## src/logic/core_pkg.sv

```systemverilog
package core_pkg;

    localparam int XLEN       = 32;
    localparam int REG_ADDR_W = 5;
    localparam int DMEM_WORDS = 256;
    localparam int DMEM_IDX_W = $clog2(DMEM_WORDS);

    localparam logic [XLEN-1:0] RESET_PC = 32'h8000_0000;

    // funct7 value that selects SUB and SRA/SRAI
    localparam logic [6:0] F7_ALT = 7'b0100000;

    typedef enum logic [6:0] {
        OPC_LUI    = 7'b0110111,
        OPC_AUIPC  = 7'b0010111,
        OPC_JAL    = 7'b1101111,
        OPC_JALR   = 7'b1100111,
        OPC_BRANCH = 7'b1100011,
        OPC_LOAD   = 7'b0000011,
        OPC_STORE  = 7'b0100011,
        OPC_OP_IMM = 7'b0010011,
        OPC_OP     = 7'b0110011
    } opcode_e;

    // OP_NONE stays first so an all-zero register is a bubble
    typedef enum logic [4:0] {
        OP_NONE,
        OP_LUI, OP_AUIPC, OP_JAL, OP_JALR,
        OP_BEQ, OP_BNE, OP_BLT, OP_BGE, OP_BLTU, OP_BGEU,
        OP_LW, OP_SW,
        OP_ADDI, OP_SLTI, OP_SLTIU, OP_XORI, OP_ORI, OP_ANDI,
        OP_SLLI, OP_SRLI, OP_SRAI,
        OP_ADD, OP_SUB, OP_SLL, OP_SLT, OP_SLTU,
        OP_XOR, OP_SRL, OP_SRA, OP_OR, OP_AND
    } op_e;

    typedef enum logic [1:0] {
        FWD_NONE,
        FWD_MEM,
        FWD_WB
    } fwd_e;

    typedef struct packed {
        logic            valid;
        logic [XLEN-1:0] pc;
        logic [XLEN-1:0] instr;
    } if_id_t;

    typedef struct packed {
        logic                  valid;
        logic [XLEN-1:0]       pc;
        logic [XLEN-1:0]       instr;
        op_e                   op;
        logic [XLEN-1:0]       imm;
        logic [REG_ADDR_W-1:0] rd;
        logic [REG_ADDR_W-1:0] rs1;
        logic [REG_ADDR_W-1:0] rs2;
        logic [XLEN-1:0]       rs1_data;
        logic [XLEN-1:0]       rs2_data;
        logic                  reg_we;
        logic                  mem_re;
        logic                  mem_we;
    } id_ex_t;

    typedef struct packed {
        logic                  valid;
        logic [XLEN-1:0]       pc;
        logic [XLEN-1:0]       instr;
        op_e                   op;
        logic [REG_ADDR_W-1:0] rd;
        logic [XLEN-1:0]       result;
        logic [XLEN-1:0]       mem_addr;
        logic [XLEN-1:0]       store_data;
        logic                  reg_we;
        logic                  mem_re;
        logic                  mem_we;
    } ex_mem_t;

    typedef struct packed {
        logic                  valid;
        logic [XLEN-1:0]       pc;
        logic [XLEN-1:0]       instr;
        logic [REG_ADDR_W-1:0] rd;
        logic [XLEN-1:0]       rd_data;
        logic                  reg_we;
        logic                  mem_we;
        logic [XLEN-1:0]       mem_addr;
        logic [XLEN-1:0]       mem_wdata;
    } retire_t;

    typedef struct packed {
        logic            taken;
        logic [XLEN-1:0] target;
    } redirect_t;

    typedef struct packed {
        logic stall_fetch;
        logic flush_if_id;
        logic flush_id_ex;
    } hazard_ctrl_t;

endpackage

```

## src/logic/hazard_unit.sv

```systemverilog
`timescale 1ns/1ns

module hazard_unit (
    input  logic [core_pkg::REG_ADDR_W-1:0] id_rs1_i,
    input  logic [core_pkg::REG_ADDR_W-1:0] id_rs2_i,
    input  core_pkg::id_ex_t                id_ex_i,
    input  core_pkg::ex_mem_t               ex_mem_i,
    input  core_pkg::retire_t               mem_wb_i,
    input  core_pkg::redirect_t             redirect_i,
    output core_pkg::hazard_ctrl_t          ctrl_o,
    output core_pkg::fwd_e                  fwd_rs1_o,
    output core_pkg::fwd_e                  fwd_rs2_o
);
    import core_pkg::*;

    logic load_use;

    // Memory stage holds the younger writer, so it is checked first
    function automatic fwd_e fwd_sel(input logic [REG_ADDR_W-1:0] rs);
        if (rs == '0) begin
            return FWD_NONE;
        end else if (ex_mem_i.valid && ex_mem_i.reg_we && ex_mem_i.rd == rs) begin
            return FWD_MEM;
        end else if (mem_wb_i.valid && mem_wb_i.reg_we && mem_wb_i.rd == rs) begin
            return FWD_WB;
        end
        return FWD_NONE;
    endfunction

    assign fwd_rs1_o = fwd_sel(id_ex_i.rs1);
    assign fwd_rs2_o = fwd_sel(id_ex_i.rs2);

    assign load_use = id_ex_i.valid && id_ex_i.mem_re && id_ex_i.rd != '0
                      && (id_ex_i.rd == id_rs1_i || id_ex_i.rd == id_rs2_i);

    always_comb begin
        ctrl_o = '0;
        if (redirect_i.taken) begin
            ctrl_o.flush_if_id = 1'b1;
            ctrl_o.flush_id_ex = 1'b1;
        end else if (load_use) begin
            // Hold the consumer in decode and send a bubble down
            ctrl_o.stall_fetch = 1'b1;
            ctrl_o.flush_id_ex = 1'b1;
        end
    end

endmodule

```

## config.mk

```make
export PLATFORM = sky130hd
export DESIGN_NAME = hazard_unit
export DESIGN_NICKNAME = d
export VERILOG_FILES = /design/src/logic/core_pkg.sv /design/src/logic/hazard_unit.sv
export SDC_FILE = /design/constraint.sdc
export NUM_CORES = 1
export LEC_CHECK = 0
export ABC_AREA = 1
export ABC_CLOCK_PERIOD_IN_PS = 800
export BUFFER_PORTS_ARGS = -buffer_cell sky130_fd_sc_hd__buf_2
export CELL_PAD_IN_SITES_DETAIL_PLACEMENT = 1
export CELL_PAD_IN_SITES_GLOBAL_PLACEMENT = 2
export CORE_AREA = 3 3 222 224
export DETAILED_ROUTE_END_ITERATION = 10
export DIE_AREA = 0 0 225 227
export PLACE_DENSITY_LB_ADDON = 0.1
export SLEW_MARGIN = 0
export SYNTH_ARGS = -nofsm -noshare
export SYNTH_HDL_FRONTEND = slang
export SYNTH_SLANG_ARGS = --single-unit
```

## constraint.sdc

```tcl
create_clock -name vclk -period 0.8
set_clock_uncertainty 0.15 [all_clocks]
set_input_delay 0.08 -clock vclk [all_inputs]
set_output_delay 0.08 -clock vclk [all_outputs]
set_load 0.02 [all_outputs]
```

==> results <==
- The final cell count without fillers is 811.
- The final worst hold slack is 0.2814 ns.
- STA classifies the critical path endpoint as an output port.
- The global placer's final weighted congestion is 0.5756.
- The number of DRC violations after detailed routing is 0.
- The final layout contains 766 nets.
- The initial antenna violation count is 2.
- After clock tree synthesis, the flow added hold-fix buffers numbering 0.
- For this block, the via count after detailed routing is 1026.
- The flow ran to the end, but the final reports show violations.
- The fill cell instance count of the final layout is 5670.
- The overall die area is 51080 um2.
- In this run, distinct cell masters in the synthesized netlist total 16.
- Global routing used 1.814% of the available tracks across all layers.
- In this run the worst path has a maximum fanout of 3.
- Setup violations remaining at the end of the flow were counted as 6.
- The first global-routing pass estimated 7072 um of wire.
- The final hold violation count is 0.
- The count of synthesis-stage warnings from yosys is 0.
- Setup repair after global routing could not meet its margin everywhere.
- The total power consumption of the routed design is 714.9 uW.
- The via count of the first global-routing pass is 1182.
- The routed length on met2 is 2278 um.
- Detailed placement finished with a half-perimeter wire length of 4633 um.
- The startpoint class of the critical path is an input port.
- In the routed layout, each cell is associated on average with a via count of 1.265.
- A synthesized cell averages 4.524 um2.
- The clock buffers instantiated in the layout total 0.
- Based on the critical path, the design can be clocked at up to 825.5 MHz.
- The first routing iteration left 6 violations.
- The type of the most critical hold path is in2out.
- The count of buffers added on input and output ports is 49.
- The wire length per cell after detailed routing is 5.942 um.
- There are 0 flip-flops and latches.
- At the worst endpoint, the required time is 0.57 ns.
- The initialized floorplan defines 80 standard-cell rows.
- The utilization of the core after routing is 4.547%.
- Summed over all layers, the routed wires come to 4819 um.
- The portion of the clock cycle consumed by the worst path in the final layout is 151.4%.
- The starting density of the core is 1.189%.
- The number of nets in the synthesized netlist is 694.
- In the post-route analysis, the smallest setup slack over all paths is -0.4114 ns.
- For this design the static power due to leakage is 0.0007679 uW.
- The fraction of layout instances using a drive strength above 1 is 63.08%.
- The pre-antenna-repair detailed-routing pass consisted of 2 iterations.
- At the worst endpoint, the arrival time is 0.98 ns.
- The area of the mapped netlist is 565.5 um2.
- The number of max-cap violations is 0.
- The final antenna-violating net count is 0.
- The placed instances occupy a cell area of 1813 um2.
- The final reports fail on negative setup slack.
- The total congestion overflow after global routing is 0.
- Measured against its own limit, the worst slew margin works out to 85.27%.
- In this run, placement finished with an instance count of 808.
- For this design the top-level I/O count stands at 576.
- The post-synthesis cell count is 125.
- The post-route cell area is 2162 um2.
- The worst-margin pin slew is 0.2202 ns.
- The area growth from synthesis to layout is 282.3%.
- The number of pins with negative max-slew slack in the final report is 0.
- In the final layout, flip-flops and latches occupy 0 um2.
- Dividing total power by cell area gives a power density of 330.6 nW/um2.
- Signal routing reaches up to met5.
- From bottom edge to top edge, the die measures 227 um.
- The maximum number of pins on one net before global-route repair is 6.
- The minimum clock period after layout is 1.211 ns.
- The floorplan core area is 47550 um2.
- The type of the setup path with the least slack is in2out.
- Detailed routing placed a total of 356 um of wire on met3.
- The floorplan step set the die width to 225 um.
- The proportion of synthesized chip area in sequential cells is 0%.
- The sum of routed wire segments on met1 is 2160 um.
- The worst-case IR drop observed on VDD is 69.20 uV.
-- cell usage in the layout, fill, tap and decap left out, drive strengths merged --
master	instances
buf	71
nand2	45
inv	29
nor2	17
nand4	6
nand3	6
xnor2	6
nor3	5
a21oi	3
o211ai	2
o22ai	2
xor2	2
diode	1
and3	1
-- layout make-up --
type / count / area [um2] / share of cell area [%]
inverter: 29 / 118.9 / 5.498
timing repair buffer: 71 / 620.6 / 28.70
multi-input combinational: 95 / 650.6 / 30.09
tap: 615 / 769.5 / 35.59
antenna: 1 / 2.502 / 0.1157
-- per-stage QoR --
stage / TNS, ns / worst slack [ns]
global placement: -3.231 / -0.6173
CTS: -2.581 / -0.5049
finish: -2.203 / -0.4114
detailed placement: -3.222 / -0.6170
floorplan: -0.4268 / -0.08735
global route: -2.641 / -0.4865
-- final timing paths --
kind,start,to,slack [ns],depth (start not counted)
setup / recovery,id_ex_i[73],fwd_rs1_o[0],-0.41,7
hold / removal,redirect_i[32],ctrl_o[2],0.28,3
-- critical path, cell delays in order --
cell	delay [ns]
buf_2	0.11
inv_1	0.08
nand2_1	0.07
nand4_1	0.11
buf_6	0.14
nor3_4	0.22
buf_6	0.15
-- logic make-up after synthesis --
family / after synthesis / synth area share [%]
AND/OR/NAND/NOR: 80 / 59.52
buffers and inverters: 30 / 20.57
XOR/XNOR: 8 / 12.39
AO/OA/AOI/OAI: 7 / 7.520
-- report_power, final --
| group | internal, uW | total (uW) | switching [uW] |
|---|---|---|---|
| clock network | 0.000167 | 0.000167 | 0 |
| logic | 366 | 715 | 349 |
| registers | 0 | 0 | 0 |
-- metal layers --
metal  GRT usage [%]  vias to the layer above
li1                -                      525
met1           2.276                      456
met2           3.345                       41
met3          0.4513                        2
met4               0                        2
met5               0                        -
-- synth_stat cells, drive strengths merged --
library cell  instances  area, um2
a21oi                 3      15.01
and3                  1      6.260
buf                   1      7.510
inv                  29      108.9
nand2                45      171.4
nand3                 6      30.03
nand4                 6      37.54
nor2                 17      66.32
nor3                  5      25.02
o211ai                2      15.01
o22ai                 2      12.51
xnor2                 6      52.55
xor2                  2      17.52
-- timing repair --
action	4_1_cts	5_1_grt
pin swaps	35	23
gates resized for setup	78	24
endpoints found under the setup margin	6	6
setup buffers	1	1
Power figures use the tool's default switching activity.
