<file path="config.mk">
export PLATFORM = sky130hd
export DESIGN_NAME = decode_stage
export DESIGN_NICKNAME = d
export VERILOG_FILES = /design/src/logic/core_pkg.sv /design/src/logic/decode_stage.sv
export SDC_FILE = /design/constraint.sdc
export NUM_CORES = 2
export LEC_CHECK = 0
export BUFFER_PORTS_ARGS = -buffer_cell sky130_fd_sc_hd__buf_4
export CORE_AREA = 10 10 374 376
export CTS_CLUSTER_DIAMETER = 120
export DETAILED_ROUTE_END_ITERATION = 16
export DIE_AREA = 0 0 384 386
export GPL_TIMING_DRIVEN = 0
export PLACE_DENSITY_LB_ADDON = 0.2
export SETUP_SLACK_MARGIN = 0.02
export SYNTH_ARGS = -nofsm -noshare
export SYNTH_HDL_FRONTEND = slang
export SYNTH_SLANG_ARGS = --single-unit
</file>
<file path="constraint.sdc">
create_clock -name clk -period 2.4 [get_ports clk]
set_clock_uncertainty 0.1 [all_clocks]
set_input_delay 0.36 -clock clk [delete_from_list [all_inputs] [get_ports clk]]
set_output_delay 0.36 -clock clk [all_outputs]
set_load 0.03 [all_outputs]
</file>
<file path="src/logic/core_pkg.sv">
package core_pkg;

    localparam int XLEN       = 32;
    localparam int REG_ADDR_W = 5;
    localparam int DMEM_WORDS = 256;
    localparam int DMEM_IDX_W = $clog2(DMEM_WORDS);

    localparam logic [XLEN-1:0] RESET_PC = 32'h8000_0000;

    // funct7 value that selects SUB and SRA/SRAI
    localparam logic [6:0] F7_ALT = 7'b0100000;

    typedef enum logic [6:0] {
        OPC_LUI    = 7'b0110111,
        OPC_AUIPC  = 7'b0010111,
        OPC_JAL    = 7'b1101111,
        OPC_JALR   = 7'b1100111,
        OPC_BRANCH = 7'b1100011,
        OPC_LOAD   = 7'b0000011,
        OPC_STORE  = 7'b0100011,
        OPC_OP_IMM = 7'b0010011,
        OPC_OP     = 7'b0110011
    } opcode_e;

    // OP_NONE stays first so an all-zero register is a bubble
    typedef enum logic [4:0] {
        OP_NONE,
        OP_LUI, OP_AUIPC, OP_JAL, OP_JALR,
        OP_BEQ, OP_BNE, OP_BLT, OP_BGE, OP_BLTU, OP_BGEU,
        OP_LW, OP_SW,
        OP_ADDI, OP_SLTI, OP_SLTIU, OP_XORI, OP_ORI, OP_ANDI,
        OP_SLLI, OP_SRLI, OP_SRAI,
        OP_ADD, OP_SUB, OP_SLL, OP_SLT, OP_SLTU,
        OP_XOR, OP_SRL, OP_SRA, OP_OR, OP_AND
    } op_e;

    typedef enum logic [1:0] {
        FWD_NONE,
        FWD_MEM,
        FWD_WB
    } fwd_e;

    typedef struct packed {
        logic            valid;
        logic [XLEN-1:0] pc;
        logic [XLEN-1:0] instr;
    } if_id_t;

    typedef struct packed {
        logic                  valid;
        logic [XLEN-1:0]       pc;
        logic [XLEN-1:0]       instr;
        op_e                   op;
        logic [XLEN-1:0]       imm;
        logic [REG_ADDR_W-1:0] rd;
        logic [REG_ADDR_W-1:0] rs1;
        logic [REG_ADDR_W-1:0] rs2;
        logic [XLEN-1:0]       rs1_data;
        logic [XLEN-1:0]       rs2_data;
        logic                  reg_we;
        logic                  mem_re;
        logic                  mem_we;
    } id_ex_t;

    typedef struct packed {
        logic                  valid;
        logic [XLEN-1:0]       pc;
        logic [XLEN-1:0]       instr;
        op_e                   op;
        logic [REG_ADDR_W-1:0] rd;
        logic [XLEN-1:0]       result;
        logic [XLEN-1:0]       mem_addr;
        logic [XLEN-1:0]       store_data;
        logic                  reg_we;
        logic                  mem_re;
        logic                  mem_we;
    } ex_mem_t;

    typedef struct packed {
        logic                  valid;
        logic [XLEN-1:0]       pc;
        logic [XLEN-1:0]       instr;
        logic [REG_ADDR_W-1:0] rd;
        logic [XLEN-1:0]       rd_data;
        logic                  reg_we;
        logic                  mem_we;
        logic [XLEN-1:0]       mem_addr;
        logic [XLEN-1:0]       mem_wdata;
    } retire_t;

    typedef struct packed {
        logic            taken;
        logic [XLEN-1:0] target;
    } redirect_t;

    typedef struct packed {
        logic stall_fetch;
        logic flush_if_id;
        logic flush_id_ex;
    } hazard_ctrl_t;

endpackage

</file>
<file path="src/logic/decode_stage.sv">
`timescale 1ns/1ns

module decode_stage (
    input  logic                            clk,
    input  logic                            rstn,
    input  core_pkg::if_id_t                if_id_i,
    input  core_pkg::retire_t               wb_i,
    input  logic                            flush_i,
    output logic [core_pkg::REG_ADDR_W-1:0] rs1_o,
    output logic [core_pkg::REG_ADDR_W-1:0] rs2_o,
    output core_pkg::id_ex_t                id_ex_o
);
    import core_pkg::*;

    logic [XLEN-1:0] instr;
    logic [6:0]      funct7;
    logic [2:0]      funct3;
    op_e             op;
    logic [XLEN-1:0] imm;
    logic [XLEN-1:0] regs [2**REG_ADDR_W];
    id_ex_t          id_ex_d;

    assign instr  = if_id_i.instr;
    assign funct7 = instr[31:25];
    assign funct3 = instr[14:12];
    assign rs1_o  = instr[19:15];
    assign rs2_o  = instr[24:20];

    // Writeback of the same cycle is visible to decode
    function automatic logic [XLEN-1:0] read_reg(input logic [REG_ADDR_W-1:0] idx);
        if (wb_i.valid && wb_i.reg_we && wb_i.rd != '0 && wb_i.rd == idx) begin
            return wb_i.rd_data;
        end
        return regs[idx];
    endfunction

    always_comb begin
        op  = OP_NONE;
        imm = {{20{instr[31]}}, instr[31:20]};
        case (instr[6:0])
            OPC_LUI: begin
                op  = OP_LUI;
                imm = {instr[31:12], 12'b0};
            end
            OPC_AUIPC: begin
                op  = OP_AUIPC;
                imm = {instr[31:12], 12'b0};
            end
            OPC_JAL: begin
                op  = OP_JAL;
                imm = {{11{instr[31]}}, instr[31], instr[19:12], instr[20], instr[30:21], 1'b0};
            end
            OPC_JALR: begin
                if (funct3 == 3'b000) op = OP_JALR;
            end
            OPC_BRANCH: begin
                imm = {{19{instr[31]}}, instr[31], instr[7], instr[30:25], instr[11:8], 1'b0};
                case (funct3)
                    3'b000:  op = OP_BEQ;
                    3'b001:  op = OP_BNE;
                    3'b100:  op = OP_BLT;
                    3'b101:  op = OP_BGE;
                    3'b110:  op = OP_BLTU;
                    3'b111:  op = OP_BGEU;
                    default: op = OP_NONE;
                endcase
            end
            OPC_LOAD: begin
                if (funct3 == 3'b010) op = OP_LW;
            end
            OPC_STORE: begin
                imm = {{20{instr[31]}}, instr[31:25], instr[11:7]};
                if (funct3 == 3'b010) op = OP_SW;
            end
            OPC_OP_IMM: begin
                case (funct3)
                    3'b000: op = OP_ADDI;
                    3'b010: op = OP_SLTI;
                    3'b011: op = OP_SLTIU;
                    3'b100: op = OP_XORI;
                    3'b110: op = OP_ORI;
                    3'b111: op = OP_ANDI;
                    3'b001: begin
                        if (funct7 == 7'b0) op = OP_SLLI;
                    end
                    default: begin
                        if (funct7 == 7'b0) op = OP_SRLI;
                        else if (funct7 == F7_ALT) op = OP_SRAI;
                    end
                endcase
            end
            OPC_OP: begin
                if (funct7 == 7'b0) begin
                    case (funct3)
                        3'b000:  op = OP_ADD;
                        3'b001:  op = OP_SLL;
                        3'b010:  op = OP_SLT;
                        3'b011:  op = OP_SLTU;
                        3'b100:  op = OP_XOR;
                        3'b101:  op = OP_SRL;
                        3'b110:  op = OP_OR;
                        default: op = OP_AND;
                    endcase
                end else if (funct7 == F7_ALT) begin
                    if (funct3 == 3'b000) op = OP_SUB;
                    else if (funct3 == 3'b101) op = OP_SRA;
                end
            end
            default: ;
        endcase
    end

    always_comb begin
        id_ex_d.valid    = if_id_i.valid;
        id_ex_d.pc       = if_id_i.pc;
        id_ex_d.instr    = instr;
        id_ex_d.op       = op;
        id_ex_d.imm      = imm;
        id_ex_d.rd       = instr[11:7];
        id_ex_d.rs1      = rs1_o;
        id_ex_d.rs2      = rs2_o;
        id_ex_d.rs1_data = read_reg(rs1_o);
        id_ex_d.rs2_data = read_reg(rs2_o);
        // Branches, stores and unknown encodings leave rd alone
        id_ex_d.reg_we   = if_id_i.valid && !(op inside {OP_NONE, OP_SW, OP_BEQ, OP_BNE,
                                                         OP_BLT, OP_BGE, OP_BLTU, OP_BGEU});
        id_ex_d.mem_re   = if_id_i.valid && op == OP_LW;
        id_ex_d.mem_we   = if_id_i.valid && op == OP_SW;
    end

    always_ff @(posedge clk or negedge rstn) begin
        if (!rstn) begin
            for (int i = 0; i < 2**REG_ADDR_W; i++) begin
                regs[i] <= '0;
            end
        end else if (wb_i.valid && wb_i.reg_we && wb_i.rd != '0) begin
            regs[wb_i.rd] <= wb_i.rd_data;
        end
    end

    always_ff @(posedge clk or negedge rstn) begin
        if (!rstn) begin
            id_ex_o <= '0;
        end else if (flush_i) begin
            id_ex_o <= '0;
        end else begin
            id_ex_o <= id_ex_d;
        end
    end

endmodule

</file>
==> impl_metrics.py <==
metrics = {
    "placement": {
        "gp_congestion": 0.9181,
        "dp_hpwl_mm": 141.2,
        "portBuffers": 284,
        "place_area_um2": 65130,
        "pre_cts_ws_ns": -2.329,
    },
    "cts": {
        "clkSinkCount": 1192,
        "cts-root-buf": "clkbuf_16",
        "htree_num_levels": 4,
        "clk_pin_slew_ns": 0.06,
        "clkLatencyLatePin_ns": 0.80,
        "numCtsBuffers": 138,
        "cts_tree": "done",
        "clk_path_buf_depth": 3,
    },
    "power_and_ir_drop": {
        "p_int_mw": 40.22,
        "power_frac_comb_pct": 17.3,
        "p_seq_share_pct": 43.9,
        "p_sw_mw": 14.76,
        "cellLeakagePower_nw": 31.84,
        "clockPowerShare_pct": 38.7,
        "p_per_area_nw_per_um2": 772.8,
        "vdd_ir_drop_max_uv": 544.8,
        "swShare_pct": 26.84,
    },
    "floorplan": {
        "rows": 134,
        "io_pins": 430,
        "die_area_um2": 148200,
        "die_h_um": 386,
        "core_um2": 132600,
        "start_util_pct": 45.57,
        "die_width_um": 384,
    },
    "timing": {
        "relSlewSlack_pct": 6.033,
        "max_freq_mhz": 405.2,
        "setup-tns-final_ns": -0.4940,
        "period_share_pct": 102.8,
        "rsz0062_at_grt": "yes",
        "fin_crit_ns": 2.468,
        "hold_viol_final": 400,
        "worst_pin_slew_ns": 1.410,
        "setup_violations": 19,
        "fin_ws_ns": -0.06807,
        "timing.hold.ws_ns": -0.7185,
        "slew_violations": 0,
    },
    "worst_setup_path": {
        "path_class": "in2reg",
        "cp_common_cell": "clkbuf_2",
        "critical_path_required_ns": 2.89,
        "cp.arrival_ns": 2.96,
        "endpoint_kind": "register",
        "critPathSlowestCell": "clkbuf_2",
        "cp-start-kind": "input pin",
        "cp_max_fo": 10,
        "critPathBufInv": 3,
        "cp_slowest_stage_delay_ns": 0.62,
        "worstPathCellList": "clkbuf_1 > clkbuf_2 > clkbuf_2 > mux4_2 > mux2i_2 > a211oi_1",
        "critical_path.top_delay_family": "buffers and inverters",
    },
    "synth": {
        "synth.yosys.seq_area_share_pct": 49.36,
        "avgSynthCellArea_um2": 16.02,
        "syn_area_um2": 60440,
        "syn_inst": 3773,
        "ys_ff_latch": 1192,
        "ys_async_sr_fraction_pct": 100.0,
        "syn_nets": 4009,
        "synth_cell_type_count": 49,
        "synth_edf_count": 0,
        "synthFlopType": "dfrtp_1",
        "yosysWarningCount": 0,
    },
    "final_layout": {
        "fin_util_pct": 53.65,
        "nets": 4535,
        "synthToLayoutAreaGrowth_pct": 17.73,
        "postLayoutCellArea_um2": 71150,
        "drive_gt1_share_pct": 54.16,
    },
    "run_status": {
        "outcome": "finished, violations left",
        "violations": "hold timing, setup timing",
    },
    "grt": {
        "first_global_vias": 40640,
        "grt_pass1_wl_mm": 299.8,
        "grt_antenna_before_repair": 7,
        "grt-ovfl-total": 0,
        "grt_max_degree": 178,
        "grt_use_total_pct": 28.35,
    },
    "detailed_routing": {
        "drt-pass1-iter-count": 7,
        "wl_per_cell_um": 34.04,
        "ant_nets": 0,
        "drt-initial-drc-count": 3912,
        "wl_mm": 210.1,
        "routed-via-count": 39270,
        "drc_errors": 0,
        "viasPerCell": 6.361,
    },
    "worst_hold_path": {
        "min_path_type": "in2async",
    },
    "run": {
        "max_cap_violations": 0,
    },
}
cell usage in the layout (no fill, tap or decap), drive strengths merged, types with 8 or more instances in the layout:
master / n
dfrtp: 1192
mux2: 992
mux4: 640
clkbuf: 483
buf: 462
nor2: 112
dlygate4sd3: 85
nor2b: 67
mux2i: 66
a211oi: 64
nand2: 34
a21oi: 32
clkinv: 25
nand3: 15
nor3: 13
clkdlybuf4s15: 11
inv: 11
xor2: 9
o21ai: 9
nor4: 8
cells by family (layout without fill, tap and decap cells):
logic type | count (synthesis) | after routing | share of synthesized area [%]
muxes | 1698 | 1698 | 43.43
DFF | 1192 | 1192 | 49.36
buffers and inverters | 458 | 1089 | 3.228
and+or+nand+nor | 287 | 287 | 2.406
AOI/OAI and AO/OA | 124 | 124 | 1.383
xor gates and xnor gates | 14 | 14 | 0.2029
other | 0 | 1 | 0
Yosys cell counts, types with 2 or more instances:
master       n  area [um^2]
nor4_1       7        43.79
o21ai_0      9        45.04
mux2_2     985        11090
nor4b_2      2        30.03
nor3_1      13        65.06
dfrtp_1   1192        29830
and2_1       7        43.79
a211oi_1    64        480.5
xnor2_1      5        43.79
mux2i_1     66        660.6
buf_1       36        135.1
and3_1       2        12.51
o211ai_1     2        15.01
nand2_1     34        127.6
nand3b_1     4        30.03
clkbuf_1   285         1070
nor3b_1      3        22.52
a31oi_1      3        18.77
buf_4       27        202.7
nor2_1     112        420.4
nand4_1      2        12.51
xor2_1       9        78.83
o22ai_1      2        12.51
nand2b_1     5        31.28
buf_2      104        520.5
mux2_1       7        78.83
or3_1        5        31.28
o21a_1       3        22.52
nand3_1     15        75.07
a21oi_1     32        160.2
or2_2        3        18.77
nor2b_1     67        419.2
mux4_2     640        14410
inv_1        6        22.52
cell type report:
class                           instances  area (um^2)
Sequential cell                      1192        29830
Inverter                                6        22.52
Timing Repair Buffer                  389         3418
Multi-Input combinational cell       2123        28750
Clock buffer                          209         4210
Antenna cell                            1        2.502
Clock inverter                         36        331.6
Tap cell                             1768         2212
Fill cell                           10780        61470
Buffer                                449         2375
sequential cells by signal, indices dropped and copies added, names as in the netlist:
name and cells:
regs 1024, id_ex_o 168
path summary, 6_finish.rpt:
kind	from	end	slack [ns]	depth (start not counted)
min in group clk	if_id_i[26]	id_ex_o[108]	0.03	3
max in group asynchronous	rstn	regs[505]	0.40	6
min reg2reg	regs[1010]	regs[1010]	0.38	1
max	if_id_i[22]	id_ex_o[14]	-0.07	6
max reg2reg	regs[779]	id_ex_o[14]	0.15	4
min	rstn	regs[199]	-0.72	1
power groups by stage:
stage / combinational (mW) / sequential (mW) / clock (mW)
3_5_place_dp: 9.31 / 24.4 / 0
6_report: 9.53 / 24.2 / 21.3
4_1_cts: 9.53 / 24.1 / 21.5
5_1_grt: 10.1 / 24.4 / 22.4
2_1_floorplan: 6.06 / 24.3 / 0
3_3_place_gp: 9.11 / 24.3 / 0
worst register-to-register path, stage by stage, from the launching register on:
cell and delay, ns:
dfrtp_1 0.40, mux4_2 0.50, mux4_2 0.53, mux2i_2 0.37
a211oi_1 0.14
metrics by stage:
stage | cells | total power [mW]
after floorplan | 3773 | 30.39
after global placement | 5825 | 33.41
after detailed placement | 5834 | 33.74
after CTS | 6174 | 55.14
after global routing | 6172 | 56.90
final | 6173 | 54.98
what timing repair did:
action | in CTS | in global routing
hold buffers | 85 | 2
pin swaps | 2 | 4
cloned | 3 | 0
resized for setup | 143 | 83
hold endpoints to repair | 579 | 339
buffers inserted | 8 | 1
endpoints found under the setup margin | 226 | 193
layer usage:
metal / vias up / part of all wire, % / GRT usage, %
met4: 10 / 4.7 / 12.65
met1: 21450 / 40 / 37.29
met5: - / 0.035 / 0
li1: 15540 / - / -
met2: 1791 / 46 / 43.95
met3: 474 / 8.8 / 7.815
Power figures use the tool's default switching activity.
