<file path="src/logic/core_pkg.sv">
package core_pkg;

    localparam int XLEN       = 32;
    localparam int REG_ADDR_W = 5;
    localparam int DMEM_WORDS = 256;
    localparam int DMEM_IDX_W = $clog2(DMEM_WORDS);

    localparam logic [XLEN-1:0] RESET_PC = 32'h8000_0000;

    // funct7 value that selects SUB and SRA/SRAI
    localparam logic [6:0] F7_ALT = 7'b0100000;

    typedef enum logic [6:0] {
        OPC_LUI    = 7'b0110111,
        OPC_AUIPC  = 7'b0010111,
        OPC_JAL    = 7'b1101111,
        OPC_JALR   = 7'b1100111,
        OPC_BRANCH = 7'b1100011,
        OPC_LOAD   = 7'b0000011,
        OPC_STORE  = 7'b0100011,
        OPC_OP_IMM = 7'b0010011,
        OPC_OP     = 7'b0110011
    } opcode_e;

    // OP_NONE stays first so an all-zero register is a bubble
    typedef enum logic [4:0] {
        OP_NONE,
        OP_LUI, OP_AUIPC, OP_JAL, OP_JALR,
        OP_BEQ, OP_BNE, OP_BLT, OP_BGE, OP_BLTU, OP_BGEU,
        OP_LW, OP_SW,
        OP_ADDI, OP_SLTI, OP_SLTIU, OP_XORI, OP_ORI, OP_ANDI,
        OP_SLLI, OP_SRLI, OP_SRAI,
        OP_ADD, OP_SUB, OP_SLL, OP_SLT, OP_SLTU,
        OP_XOR, OP_SRL, OP_SRA, OP_OR, OP_AND
    } op_e;

    typedef enum logic [1:0] {
        FWD_NONE,
        FWD_MEM,
        FWD_WB
    } fwd_e;

    typedef struct packed {
        logic            valid;
        logic [XLEN-1:0] pc;
        logic [XLEN-1:0] instr;
    } if_id_t;

    typedef struct packed {
        logic                  valid;
        logic [XLEN-1:0]       pc;
        logic [XLEN-1:0]       instr;
        op_e                   op;
        logic [XLEN-1:0]       imm;
        logic [REG_ADDR_W-1:0] rd;
        logic [REG_ADDR_W-1:0] rs1;
        logic [REG_ADDR_W-1:0] rs2;
        logic [XLEN-1:0]       rs1_data;
        logic [XLEN-1:0]       rs2_data;
        logic                  reg_we;
        logic                  mem_re;
        logic                  mem_we;
    } id_ex_t;

    typedef struct packed {
        logic                  valid;
        logic [XLEN-1:0]       pc;
        logic [XLEN-1:0]       instr;
        op_e                   op;
        logic [REG_ADDR_W-1:0] rd;
        logic [XLEN-1:0]       result;
        logic [XLEN-1:0]       mem_addr;
        logic [XLEN-1:0]       store_data;
        logic                  reg_we;
        logic                  mem_re;
        logic                  mem_we;
    } ex_mem_t;

    typedef struct packed {
        logic                  valid;
        logic [XLEN-1:0]       pc;
        logic [XLEN-1:0]       instr;
        logic [REG_ADDR_W-1:0] rd;
        logic [XLEN-1:0]       rd_data;
        logic                  reg_we;
        logic                  mem_we;
        logic [XLEN-1:0]       mem_addr;
        logic [XLEN-1:0]       mem_wdata;
    } retire_t;

    typedef struct packed {
        logic            taken;
        logic [XLEN-1:0] target;
    } redirect_t;

    typedef struct packed {
        logic stall_fetch;
        logic flush_if_id;
        logic flush_id_ex;
    } hazard_ctrl_t;

endpackage

</file>
<file path="src/logic/fetch_stage.sv">
`timescale 1ns/1ns

module fetch_stage (
    input  logic                       clk,
    input  logic                       rstn,
    input  core_pkg::hazard_ctrl_t     ctrl_i,
    input  logic [core_pkg::XLEN-1:0]  redirect_pc_i,
    output logic [core_pkg::XLEN-1:0]  imem_addr_o,
    input  logic [core_pkg::XLEN-1:0]  imem_data_i,
    output core_pkg::if_id_t           if_id_o
);
    import core_pkg::*;

    logic [XLEN-1:0] pc;

    assign imem_addr_o = pc;

    // A redirect always wins over a load-use hold
    always_ff @(posedge clk or negedge rstn) begin
        if (!rstn) begin
            pc <= RESET_PC;
        end else if (ctrl_i.flush_if_id) begin
            pc <= redirect_pc_i;
        end else if (!ctrl_i.stall_fetch) begin
            pc <= pc + 32'd4;
        end
    end

    always_ff @(posedge clk or negedge rstn) begin
        if (!rstn) begin
            if_id_o <= '0;
        end else if (ctrl_i.flush_if_id) begin
            if_id_o <= '0;
        end else if (!ctrl_i.stall_fetch) begin
            if_id_o.valid <= 1'b1;
            if_id_o.pc    <= pc;
            if_id_o.instr <= imem_data_i;
        end
    end

endmodule

</file>
<file path="config.mk">
export PLATFORM = sky130hd
export DESIGN_NAME = fetch_stage
export DESIGN_NICKNAME = d
export VERILOG_FILES = /design/src/logic/core_pkg.sv /design/src/logic/fetch_stage.sv
export SDC_FILE = /design/constraint.sdc
export NUM_CORES = 1
export LEC_CHECK = 0
export ABC_AREA = 0
export BUFFER_PORTS_ARGS = -buffer_cell sky130_fd_sc_hd__clkbuf_2
export CORE_MARGIN = 1.5
export CORE_UTILIZATION = 41
export CTS_CLUSTER_DIAMETER = 60
export DETAILED_ROUTE_END_ITERATION = 8
export PLACE_DENSITY = 0.69
export SLEW_MARGIN = 20
export SYNTH_ARGS = -nofsm -noshare
export SYNTH_HDL_FRONTEND = slang
export SYNTH_SLANG_ARGS = --single-unit
</file>
<file path="constraint.sdc">
create_clock -name clk -period 1.9 [get_ports clk]
set_clock_uncertainty 0.05 [all_clocks]
set_input_delay 0.475 -clock clk [delete_from_list [all_inputs] [get_ports clk]]
set_output_delay 0.475 -clock clk [all_outputs]
set_load 0.03 [all_outputs]
</file>
==> impl_metrics.csv, run 1 <==
group,metric,value,unit
cells_and_area,drive_above_1_share,39.5,%
logic_synthesis,syn-num-nets,480,
clock_network,clkSinkCount,97,
floorplan,design.die.area,11400,um^2
logic_synthesis,synth-compound-area-share,6.77,%
outcome,status,"finished clean",
detailed_routing,totalWireLength,11000,um
worst_setup_path,crit_type,"register to register",
placement,portBuffers,164,
logic_synthesis,dominantRegCellSynth,"dfrtp_1",
worst_setup_path,cp_slowest_cell,"or3_1",
logic_synthesis,synth_top_family_by_area,"simple AND/OR/NAND/NOR gates",
detailed_routing,drcViolationCount,0,
logic_synthesis,synthMuxAreaShare,15.1,%
worst_setup_path,startpoint,"imem_addr_o[9]$_DFFE_PN0N_",
worst_setup_path,crit_end,"imem_addr_o[23]$_DFFE_PN0N_",
worst_hold_path,hold_class,"input pin to register",
logic_synthesis,synth_xor_area_share,2.39,%
logic_synthesis,synth_top_area_share,54.6,%
logic_synthesis,synthTopCellsByArea,"dfrtp_1 (55%), mux2i_1 (15%), nor2_1 (6.9%)",
logic_synthesis,synth_most_common_cell,"dfrtp_1",
timing,final_hold_viol_count,0,
global_route,grt-ovfl-total,0,
logic_synthesis,synth_seq_area_share,55.2,%
detailed_routing,drt_iter0_drc,163,
logic_synthesis,ys_warn_count,0,
worst_setup_path,worst-path-max-fanout,13,
detailed_routing,viasPerCell,5.12,
logic_synthesis,synth_area_leader_cell,"dfrtp_1",
placement,dp_hpwl,7810,um
floorplan,die_w,107,um
clock_network,clkTransAtPathRegs,0.09,ns
worst_setup_path,rr_endpoint,"imem_addr_o[23]$_DFFE_PN0N_",
floorplan,io_pins,166,
global_route,grt_max_degree,54,
worst_setup_path,r2r_slack,0.10,ns
worst_setup_path,end_kind,"register",
pwr,p_per_area,855,nW/um^2
worst_setup_path,worst_setup_path_start_kind,"register",
detailed_routing,wl_per_cell,14.7,um
floorplan,fp.dieH,107,um
clock_network,htree_levels,3,
global_route,grtUsageTotal,19.5,%
worst_setup_path,cp.arrival,2.04,ns
logic_synthesis,async_reset_ff_share,100,%
clock_network,clock_path_buffers,2,
clock_network,cts_root_buf,"clkbuf_8",
cells_and_area,fill_cells,918,
logic_synthesis,synth_cell_type_count,32,
floorplan,rows,37,
timing,fin_ws,0.101,ns
placement,dp_slack,-0.0400,ns
global_route,grt_pass1_wl,17400,um
detailed_routing,postRouteAntennaNets,0,
timing,period_share,94.7,%
worst_setup_path,reg2reg_from,"imem_addr_o[9]$_DFFE_PN0N_",
clock_network,clock_latency,0.37,ns
timing,tns,0,ns
timing,fin_crit,1.80,ns
worst_setup_path,reg2reg_depth,4,
pwr,ir_worst_vdd,0.348,mV
logic_synthesis,netlist_instances,410,
clock_network,cts_tree,"yes",
floorplan,start_util,42.4,%
timing,tightest_slew,0.492,ns
cells_and_area,diodes,0,
timing,setup_viol,0,
logic_synthesis,yosys.area_share.adder,0.284,%
timing,finalMaxSlewViolations,0,
worst_setup_path,worstPathCellList,"and3_1, nand4_2, or3_1, a31oi_1",
worst_setup_path,cpPeakStageDelay,0.46,ns
logic_synthesis,ys_ff_latch,97,
worst_setup_path,worstPathRequired,2.14,ns
placement,placed_cells,728,
detailed_routing,dr_total_vias,3816,
logic_synthesis,avgSynthCellArea,10.7,um^2
timing,rsz0062_at_grt,"true",
run,max_cap_viol_count,0,
placement,place_congestion,0.837,
logic_synthesis,synth-edff-count,0,
floorplan,coreArea,10400,um^2
logic_synthesis,synthTopCellsByCount,"dfrtp_1 (96), nor2_1 (81), mux2i_1 (64)",
detailed_routing,firstDrtPassIters,4,
cells_and_area,fin_cells,746,
clock_network,cts_buffers,9,
timing,relSlewSlack,67.2,%
global_route,grt_pass1_vias,3557,
cells_and_area,fin_nets,675,
cells_and_area,design_area,5890,um^2
cells_and_area,area_growth,33.9,%
global_route,grt_antenna_before_repair,0,
placement,dpl_cell_area,5630,um^2
timing,fmax,556,MHz
logic_synthesis,netlist_area,4400,um^2
logic_synthesis,yosys.area_share.simple,16.8,%
pwr,p_leak,3.07,nW
[metrics by stage]
stage                     hold slack [ns]  util (%)  power [mW]
after floorplan                     0.129         -        3.02
after global placement              0.267      54.2        3.44
after detailed placement            0.269      54.2        3.46
after CTS                           0.255      56.7        5.09
after global routing                0.260      56.8        5.29
final                               0.264      56.8        5.04
[sequential cells by signal (all words and copies together), names as in the netlist]
name,cells
if_id_o,65
imem_addr_o,32
[report_power, final]
part	internal [mW]	switching [mW]	total, mW
logic	0.386	0.714	1.10
clock network	0.909	0.708	1.62
registers	2.22	0.103	2.32
[cell type report]
type	instances	area (um^2)	share of cell area [%]
well taps	136	170	2.89
flip-flops and latches	97	2440	41.4
clock buffers	11	141	2.40
multi-input cells	282	1830	31.1
repair buffers	211	1190	20.3
inverters	4	15.0	0.255
clock inverters	5	103	1.74
[layer usage]
| metal | track usage [%] | vias up | share of wire (%) | wire length [um] |
|---|---|---|---|---|
| met2 | 31.0 | 142 | 48 | 5270 |
| met1 | 25.6 | 1826 | 43 | 4780 |
| met3 | 3.59 | 16 | 6.5 | 712 |
| met4 | 9.52 | 0 | 2.2 | 240 |
| li1 | - | 1832 | - | - |
| met5 | 0 | - | 0 | 0 |
[worst max-delay path, delay by kind of cell, from the launching register on]
family             cells  cell delay, ns
and+or+nand+nor        3            1.15
DFF                    1            0.37
AOI/OAI and AO/OA      1            0.16
[worst min path at each step]
stage / start / endpoint / slack (ns) / cells after the start
after CTS: redirect_pc_i[2] / imem_addr_o[2]$_DFFE_PN0N_ / 0.25 / 3
final: redirect_pc_i[2] / imem_addr_o[2]$_DFFE_PN0N_ / 0.26 / 3
after global placement: rstn / if_id_o[33]$_DFFE_PN0N_ / 0.27 / 1
after detailed placement: rstn / if_id_o[33]$_DFFE_PN0N_ / 0.27 / 1
after floorplan: rstn / if_id_o[0]$_DFFE_PN0N_ / 0.13 / 0
after global routing: redirect_pc_i[8] / imem_addr_o[8]$_DFFE_PN0N_ / 0.26 / 3
[layout by cell type, fill, tap and decap left out, types with 2 or more instances in the layout]
cell,instances
buf_4,47
a21oi_1,2
nand2_2,2
mux2_2,2
nand4_1,7
and3_1,5
nand4_2,2
o21ai_0,15
a31oi_1,16
dfrtp_2,7
nand2_1,23
clkbuf_2,161
xor2_1,11
nand3_1,9
nor2b_1,2
nor2_1,81
or3_1,2
clkbuf_8,10
dfrtp_1,89
and2_1,3
bufinv_16,3
o31ai_1,14
mux2i_1,64
or4_1,15
inv_1,4
[logic make-up after synthesis]
logic type / Yosys count
AOI/OAI and AO/OA: 48
xor gates and xnor gates: 12
adders and majority gates: 1
buffers and inverters: 32
DFF: 97
muxes: 66
and+or+nand+nor: 154
[timing repair]
action,4_1_cts,5_1_grt
endpoints found under the setup margin,0,14
gates resized for setup,0,1
endpoints found under the hold margin,9,0
setup buffers,0,0
hold buffers,1,0
Power figures use the tool's default switching activity.
==> run 2, diff against run 1 <==
Settings changed: ABC_AREA 0 to 1, CORE_ASPECT_RATIO set to 1.5, PLACE_DENSITY 0.69 to 0.68.
==> run 2 against run 1 <==
Register-to-register slack improved by 0.096 ns. Sequential share of layout area fell by 0.86 points. Cell area rose by 1.8%. Global-route usage rose by 3.1 points. Highest routed layer unchanged.
==> impl_metrics.csv, run 2 <==
group,metric,value,unit
timing,setup_viol,0,
detailed_routing,viasPerCell,5.07,
logic_synthesis,async_reset_ff_share,100,%
worst_setup_path,path_common_cell,"nand2_1",
logic_synthesis,ys_ff_latch,97,
logic_synthesis,synth_seq_area_share,52.6,%
pwr,p_leak,3.16,nW
detailed_routing,wl_per_cell,15.2,um
worst_setup_path,startpoint,"imem_addr_o[2]$_DFFE_PN0N_",
clock_network,cts_tree,"yes",
cells_and_area,fin_cells,877,
placement,portBuffers,164,
pwr,ir_worst_vdd,0.436,mV
worst_setup_path,cp_slowest_cell,"dfrtp_2",
logic_synthesis,synthTopCellsByCount,"nand2_1 (204), dfrtp_1 (96), nor2_1 (47)",
logic_synthesis,ys_warn_count,0,
logic_synthesis,dominantRegCellSynth,"dfrtp_1",
cells_and_area,largest_register_ffs,65,
global_route,grt_max_degree,47,
detailed_routing,drt_iter0_drc,232,
placement,dp_slack,0.173,ns
clock_network,cts_setup_buffers,0,
worst_setup_path,worst-path-buf-inv,0,
cells_and_area,drive_above_1_share,30.4,%
floorplan,die_w,89.6,um
worst_setup_path,end_kind,"register",
placement,dp_hpwl,10100,um
detailed_routing,drcViolationCount,0,
floorplan,design.die.area,11900,um^2
global_route,grtUsageTotal,22.6,%
worst_setup_path,reg2reg_depth,10,
clock_network,htree_levels,3,
timing,rsz0062_at_grt,"false",
logic_synthesis,synthTopCellsByArea,"dfrtp_1 (52%), nand2_1 (17%), a22o_1 (6.3%)",
detailed_routing,dr_total_vias,4447,
logic_synthesis,synth-edff-count,0,
timing,period_share,89.6,%
worst_setup_path,crit_type,"register to register",
timing,tightest_slew,0.417,ns
worst_setup_path,worstPathRequired,2.09,ns
cells_and_area,final_util,54.6,%
logic_synthesis,synth_most_common_cell,"nand2_1",
global_route,grt-ovfl-total,0,
placement,placed_cells,861,
clock_network,clkTransAtPathRegs,0.07,ns
outcome,status,"finished clean",
detailed_routing,firstDrtPassIters,4,
cells_and_area,final_common_cell,"nand2_1",
logic_synthesis,syn-num-nets,628,
worst_setup_path,reg2reg_from,"imem_addr_o[2]$_DFFE_PN0N_",
clock_network,clock_path_buffers,2,
timing,relSlewSlack,72.2,%
pwr,power,5.48,mW
timing,tns,0,ns
floorplan,io_pins,166,
timing,fmax,587,MHz
logic_synthesis,netlist_instances,558,
timing,final_hold_viol_count,0,
pwr,p_per_area,914,nW/um^2
timing,finalMaxSlewViolations,0,
clock_network,cts_buffers,9,
worst_setup_path,cpLargestDelayFamily,"simple AND/OR/NAND/NOR gates",
run,max_cap_viol_count,0,
worst_setup_path,r2r_slack,0.20,ns
worst_setup_path,worstPathCellList,"ha_1, nand2_2, nor2_4, nand2_4, nor2_4, nand2_1, nand2_1, nand3_1, nand2_1, nand2_1",
floorplan,rows,47,
placement,dpl_cell_area,5690,um^2
detailed_routing,postRouteAntennaNets,0,
global_route,grt_antenna_before_repair,0,
worst_setup_path,worst-path-max-fanout,6,
logic_synthesis,avgSynthCellArea,8.27,um^2
cells_and_area,final_cell_mix,"nand2_1 (204), clkbuf_2 (163), dfrtp_1 (95), nor2_1 (45), nand3_1 (38)",
placement,place_congestion,0.889,
cells_and_area,area_growth,30.0,%
worst_setup_path,rr_endpoint,"imem_addr_o[28]$_DFFE_PN0N_",
logic_synthesis,synth_area_leader_cell,"dfrtp_1",
logic_synthesis,synth_cell_type_count,28,
logic_synthesis,netlist_area,4620,um^2
floorplan,start_util,42.0,%
cells_and_area,design_area,6000,um^2
global_route,grt_pass1_vias,4256,
worst_setup_path,cpPeakStageDelay,0.43,ns
worst_setup_path,crit_cells,10,
cells_and_area,diodes,0,
floorplan,fp.dieH,133,um
detailed_routing,totalWireLength,13300,um
worst_setup_path,worst_setup_path_start_kind,"register",
timing,fin_ws,0.197,ns
cells_and_area,top_register,"if_id_o",
logic_synthesis,synth_top_area_share,52.0,%
clock_network,cts_root_buf,"clkbuf_16",
worst_setup_path,cp.arrival,1.89,ns
worst_setup_path,crit_end,"imem_addr_o[28]$_DFFE_PN0N_",
cells_and_area,fin_nets,795,
timing,fin_crit,1.70,ns
worst_hold_path,hold_class,"input pin to asynchronous set/reset pin",
global_route,grt_pass1_wl,20700,um
clock_network,clkSinkCount,97,
timing,hold_ws,0.00646,ns
clock_network,clock_latency,0.35,ns
floorplan,coreArea,11000,um^2
==> run 2: cell count changes in the layout (fill, tap and decap cells not counted), sizes merged, moves of 11 or more <==
cell / before / now
nand3: 9 / 38
a31oi: 16 / 3
a22o: 0 / 33
xor2: 11 / 0
mux2i: 64 / 0
nor2: 81 / 59
or4: 15 / 0
inv: 4 / 36
buf: 49 / 18
o31ai: 14 / 0
nand2: 25 / 211
o21ai: 15 / 33
==> run 2: power by group <==
part	internal, mW	switching (mW)
registers	2.24	0.173
clock network	1.05	0.830
logic	0.363	0.835
total	3.65	1.84
==> run 2: layer usage <==
metal	GRT usage, %	routed length, um	vias up
met2	40.4	7030	170
met1	25.7	5140	2087
met5	0	0	-
li1	-	-	2163
met3	4.30	825	27
met4	8.46	340	0
==> run 2: worst min-delay path by stage <==
stage          start                       to
2_1_floorplan   rstn   if_id_o[0]$_DFFE_PN0N_
3_3_place_gp    rstn  if_id_o[26]$_DFFE_PN0N_
3_5_place_dp    rstn  if_id_o[31]$_DFFE_PN0N_
4_1_cts         rstn  if_id_o[44]$_DFFE_PN0N_
5_1_grt         rstn  if_id_o[31]$_DFFE_PN0N_
6_report        rstn  if_id_o[44]$_DFFE_PN0N_
==> run 2: kinds of logic after synthesis <==
logic type / synth area share (%)
compound gates: 12.5
fa+ha+maj: 0.271
buf+inv: 5.53
flops: 52.6
simple gates: 29.1
==> run 2: what timing repair did <==
action / CTS / global route
resized for setup: 0 / 1
setup endpoints to repair: 0 / 2
hold buffers: 0 / 0
==> run 2: final cells by class <==
type | instances | area, um^2
Tap cell | 147 | 184
Multi-Input combinational cell | 402 | 1950
Inverter | 34 | 128
Clock buffer | 9 | 225
Clock inverter | 7 | 85.1
Fill cell | 1062 | 5000
Timing Repair Buffer | 181 | 1000
Sequential cell | 97 | 2430
==> run 2: worst register-to-register path, delay by kind of cell (launching register included) <==
kind          cells  cell delay [ns]
fa+ha+maj         1             0.21
flops             1             0.43
simple gates      9             0.89
==> run 3, diff against run 2 <==
Settings changed: ABC_AREA 1 to unset, PLACE_DENSITY 0.68 to 0.69.
==> run 3 against run 2 <==
Cell area is 1.5% lower. Utilization up 1.5 points. Worst hold slack improved by 0.28 ns. Final cell count shrank 15%. Sequential share of layout area increased by 0.75 points. Non-clock buffer count rose by 22. Worst setup slack got worse by 0.091 ns. First-iteration DRC count is 18% lower. Sequential cell count did not move. Critical path depth decreased by 6. Largest power group unchanged.
==> impl_metrics.csv, run 3 (synthesized netlist as in run 1, its figures left out) <==
group,metric,value,unit
global_route,grt_max_degree,83,
worst_hold_path,hold_class,"input pin to register",
timing,tightest_slew,0.709,ns
clock_network,htree_levels,3,
floorplan,io_pins,166,
worst_setup_path,worstPathRequired,2.12,ns
placement,dp_slack,-0.223,ns
worst_setup_path,crit_type,"register to register",
timing,relSlewSlack,52.8,%
timing,fin_ws,0.106,ns
detailed_routing,dr_total_vias,3744,
timing,period_share,94.4,%
clock_network,clock_latency,0.34,ns
pwr,internal-power,3.66,mW
cells_and_area,largest_register_ffs,65,
worst_hold_path,holdPathEnd,"imem_addr_o[7]$_DFFE_PN0N_",
cells_and_area,drive_above_1_share,38.5,%
detailed_routing,viasPerCell,5.02,
pwr,switching_share,30.0,%
detailed_routing,wl_per_cell,15.0,um
floorplan,design.die.area,11400,um^2
pwr,p_per_area,884,nW/um^2
pwr,power_frac_comb,20.8,%
timing,fin_crit,1.79,ns
pwr,p_leak,3.06,nW
timing,rsz0062_at_grt,"true",
worst_setup_path,worst-path-max-fanout,14,
pwr,clkPwrFrac,34.6,%
detailed_routing,totalWireLength,11200,um
pwr,seqPwrFrac,44.6,%
placement,portBuffers,164,
detailed_routing,drcViolationCount,0,
worst_setup_path,worst-path-buf-inv,0,
worst_setup_path,cpLargestDelayFamily,"simple AND/OR/NAND/NOR gates",
floorplan,fp.dieH,130,um
placement,place_congestion,0.763,
clock_network,cts_buffers,9,
clock_network,cts_root_buf,"clkbuf_16",
cells_and_area,diodes,0,
cells_and_area,final_cell_mix,"clkbuf_2 (161), dfrtp_1 (89), nor2_1 (81), mux2i_1 (64), buf_4 (39)",
floorplan,die_w,87.6,um
worst_hold_path,worstHoldStart,"redirect_pc_i[7]",
run,max_cap_viol_count,0,
worst_setup_path,end_kind,"register",
worst_setup_path,rr_endpoint,"imem_addr_o[17]$_DFFE_PN0N_",
worst_setup_path,reg2reg_from,"imem_addr_o[16]$_DFFE_PN0N_",
outcome,status,"finished clean",
global_route,grt_pass1_wl,17700,um
cells_and_area,fill_cells,972,
floorplan,coreArea,10500,um^2
detailed_routing,postRouteAntennaNets,0,
worst_setup_path,reg2reg_depth,4,
worst_setup_path,cpPeakStageDelay,0.46,ns
pwr,ir_worst_vdd,0.465,mV
timing,finalMaxSlewViolations,0,
global_route,grt_antenna_before_repair,0,
worst_setup_path,worst_setup_path_start_kind,"register",
worst_setup_path,cp_slowest_cell,"or3_1",
clock_network,clkSinkCount,97,
cells_and_area,area_growth,34.3,%
clock_network,clkTransAtPathRegs,0.07,ns
global_route,grtUsageTotal,20.1,%
worst_setup_path,worstPathCellList,"and2_1, nand4_2, or3_1, a31oi_1",
cells_and_area,final_common_cell,"clkbuf_2",
global_route,grt_pass1_vias,3616,
timing,setup_viol,0,
pwr,power,5.22,mW
floorplan,start_util,41.8,%
clock_network,cts_tree,"yes",
detailed_routing,firstDrtPassIters,5,
pwr,p_switching,1.57,mW
detailed_routing,drt_iter0_drc,191,
worst_hold_path,holdPathStages,3,
timing,fmax,557,MHz
cells_and_area,fin_nets,667,
clock_network,clock_path_buffers,2,
global_route,grt-ovfl-total,0,
worst_setup_path,cp.arrival,2.01,ns
placement,dp_hpwl,8020,um
worst_setup_path,r2r_slack,0.11,ns
floorplan,rows,46,
cells_and_area,top_register,"if_id_o",
timing,final_hold_viol_count,0,
==> run 3: cell count changes in the layout (fill, tap and decap cells not counted), moves of 14 or more <==
cell / change
o31ai_1: +14
nand3_1: -29
nor2_1: +36
buf_4: +25
o21ai_0: -17
mux2i_1: +64
a22o_1: -33
nand2_1: -181
or4_1: +15
inv_1: -27
==> run 3: how the worst max path moves through the flow <==
stage	startpoint	depth (start not counted)	slack, ns	end
5_1_grt	imem_addr_o[9]$_DFFE_PN0N_	4	-0.04	imem_addr_o[17]$_DFFE_PN0N_
4_1_cts	imem_addr_o[10]$_DFFE_PN0N_	4	0.02	imem_addr_o[22]$_DFFE_PN0N_
3_3_place_gp	ctrl_i[2]	5	-0.13	if_id_o[39]$_DFFE_PN0N_
2_1_floorplan	imem_addr_o[12]$_DFFE_PN0N_	5	0.002	imem_addr_o[30]$_DFFE_PN0N_
3_5_place_dp	ctrl_i[2]	5	-0.22	if_id_o[27]$_DFFE_PN0N_
6_report	imem_addr_o[16]$_DFFE_PN0N_	4	0.11	imem_addr_o[17]$_DFFE_PN0N_
==> run 3: routing by layer <==
layer,vias to the layer above,GRT usage [%],part of all wire (%),wire (um)
met4,0,10.3,2.5,278
met1,1791,25.0,42,4660
met5,-,0,0,0
met3,17,3.48,4.8,542
met2,120,33.4,51,5710
li1,1816,-,-,-
==> run 3: through the flow <==
step           cells  util (%)  area [um^2]  hold slack (ns)  TNS [ns]
2_1_floorplan    410         -         4410            0.129         0
6_report         746      56.1         5910            0.289         0
4_1_cts          745      56.0         5900            0.280         0
5_1_grt          746      56.1         5910            0.297   -0.0369
3_5_place_dp     727      53.0         5580            0.333     -5.09
3_3_place_gp     727      53.0         5580            0.335     -3.39
==> run 3: worst reg2reg max path, delay by kind of cell (launching register included) <==
kind,cells,cell delay [ns]
AOI/OAI and AO/OA,1,0.16
DFF,1,0.42
and+or+nand+nor,3,1.09
==> run 3: final cells by class <==
type | instances | area, um^2 | area share [%]
Sequential cell | 97 | 2440 | 41.3
Multi-Input combinational cell | 282 | 1830 | 31.0
Timing Repair Buffer | 203 | 1150 | 19.4
Clock buffer | 13 | 250 | 4.24
Tap cell | 144 | 180 | 3.05
Clock inverter | 3 | 42.5 | 0.720
Inverter | 4 | 15.0 | 0.254
==> run 3: power by group through the flow <==
stage               combinational [mW]  sequential, mW  clock [mW]
finish                            1.09            2.33        1.81
CTS                               1.10            2.33        1.85
floorplan                        0.328            2.69           0
detailed placement                1.09            2.37           0
global placement                  1.08            2.36           0
global route                      1.18            2.35        1.93
==> run 3: what timing repair did <==
| action | CTS | global route |
|---|---|---|
| cloned | 1 | 0 |
| pin swaps | 1 | 1 |
| resized for setup | 0 | 2 |
| endpoints found under the setup margin | 12 | 14 |
| endpoints found under the hold margin | 20 | 0 |
| setup buffers | 0 | 1 |
| hold buffers | 1 | 0 |
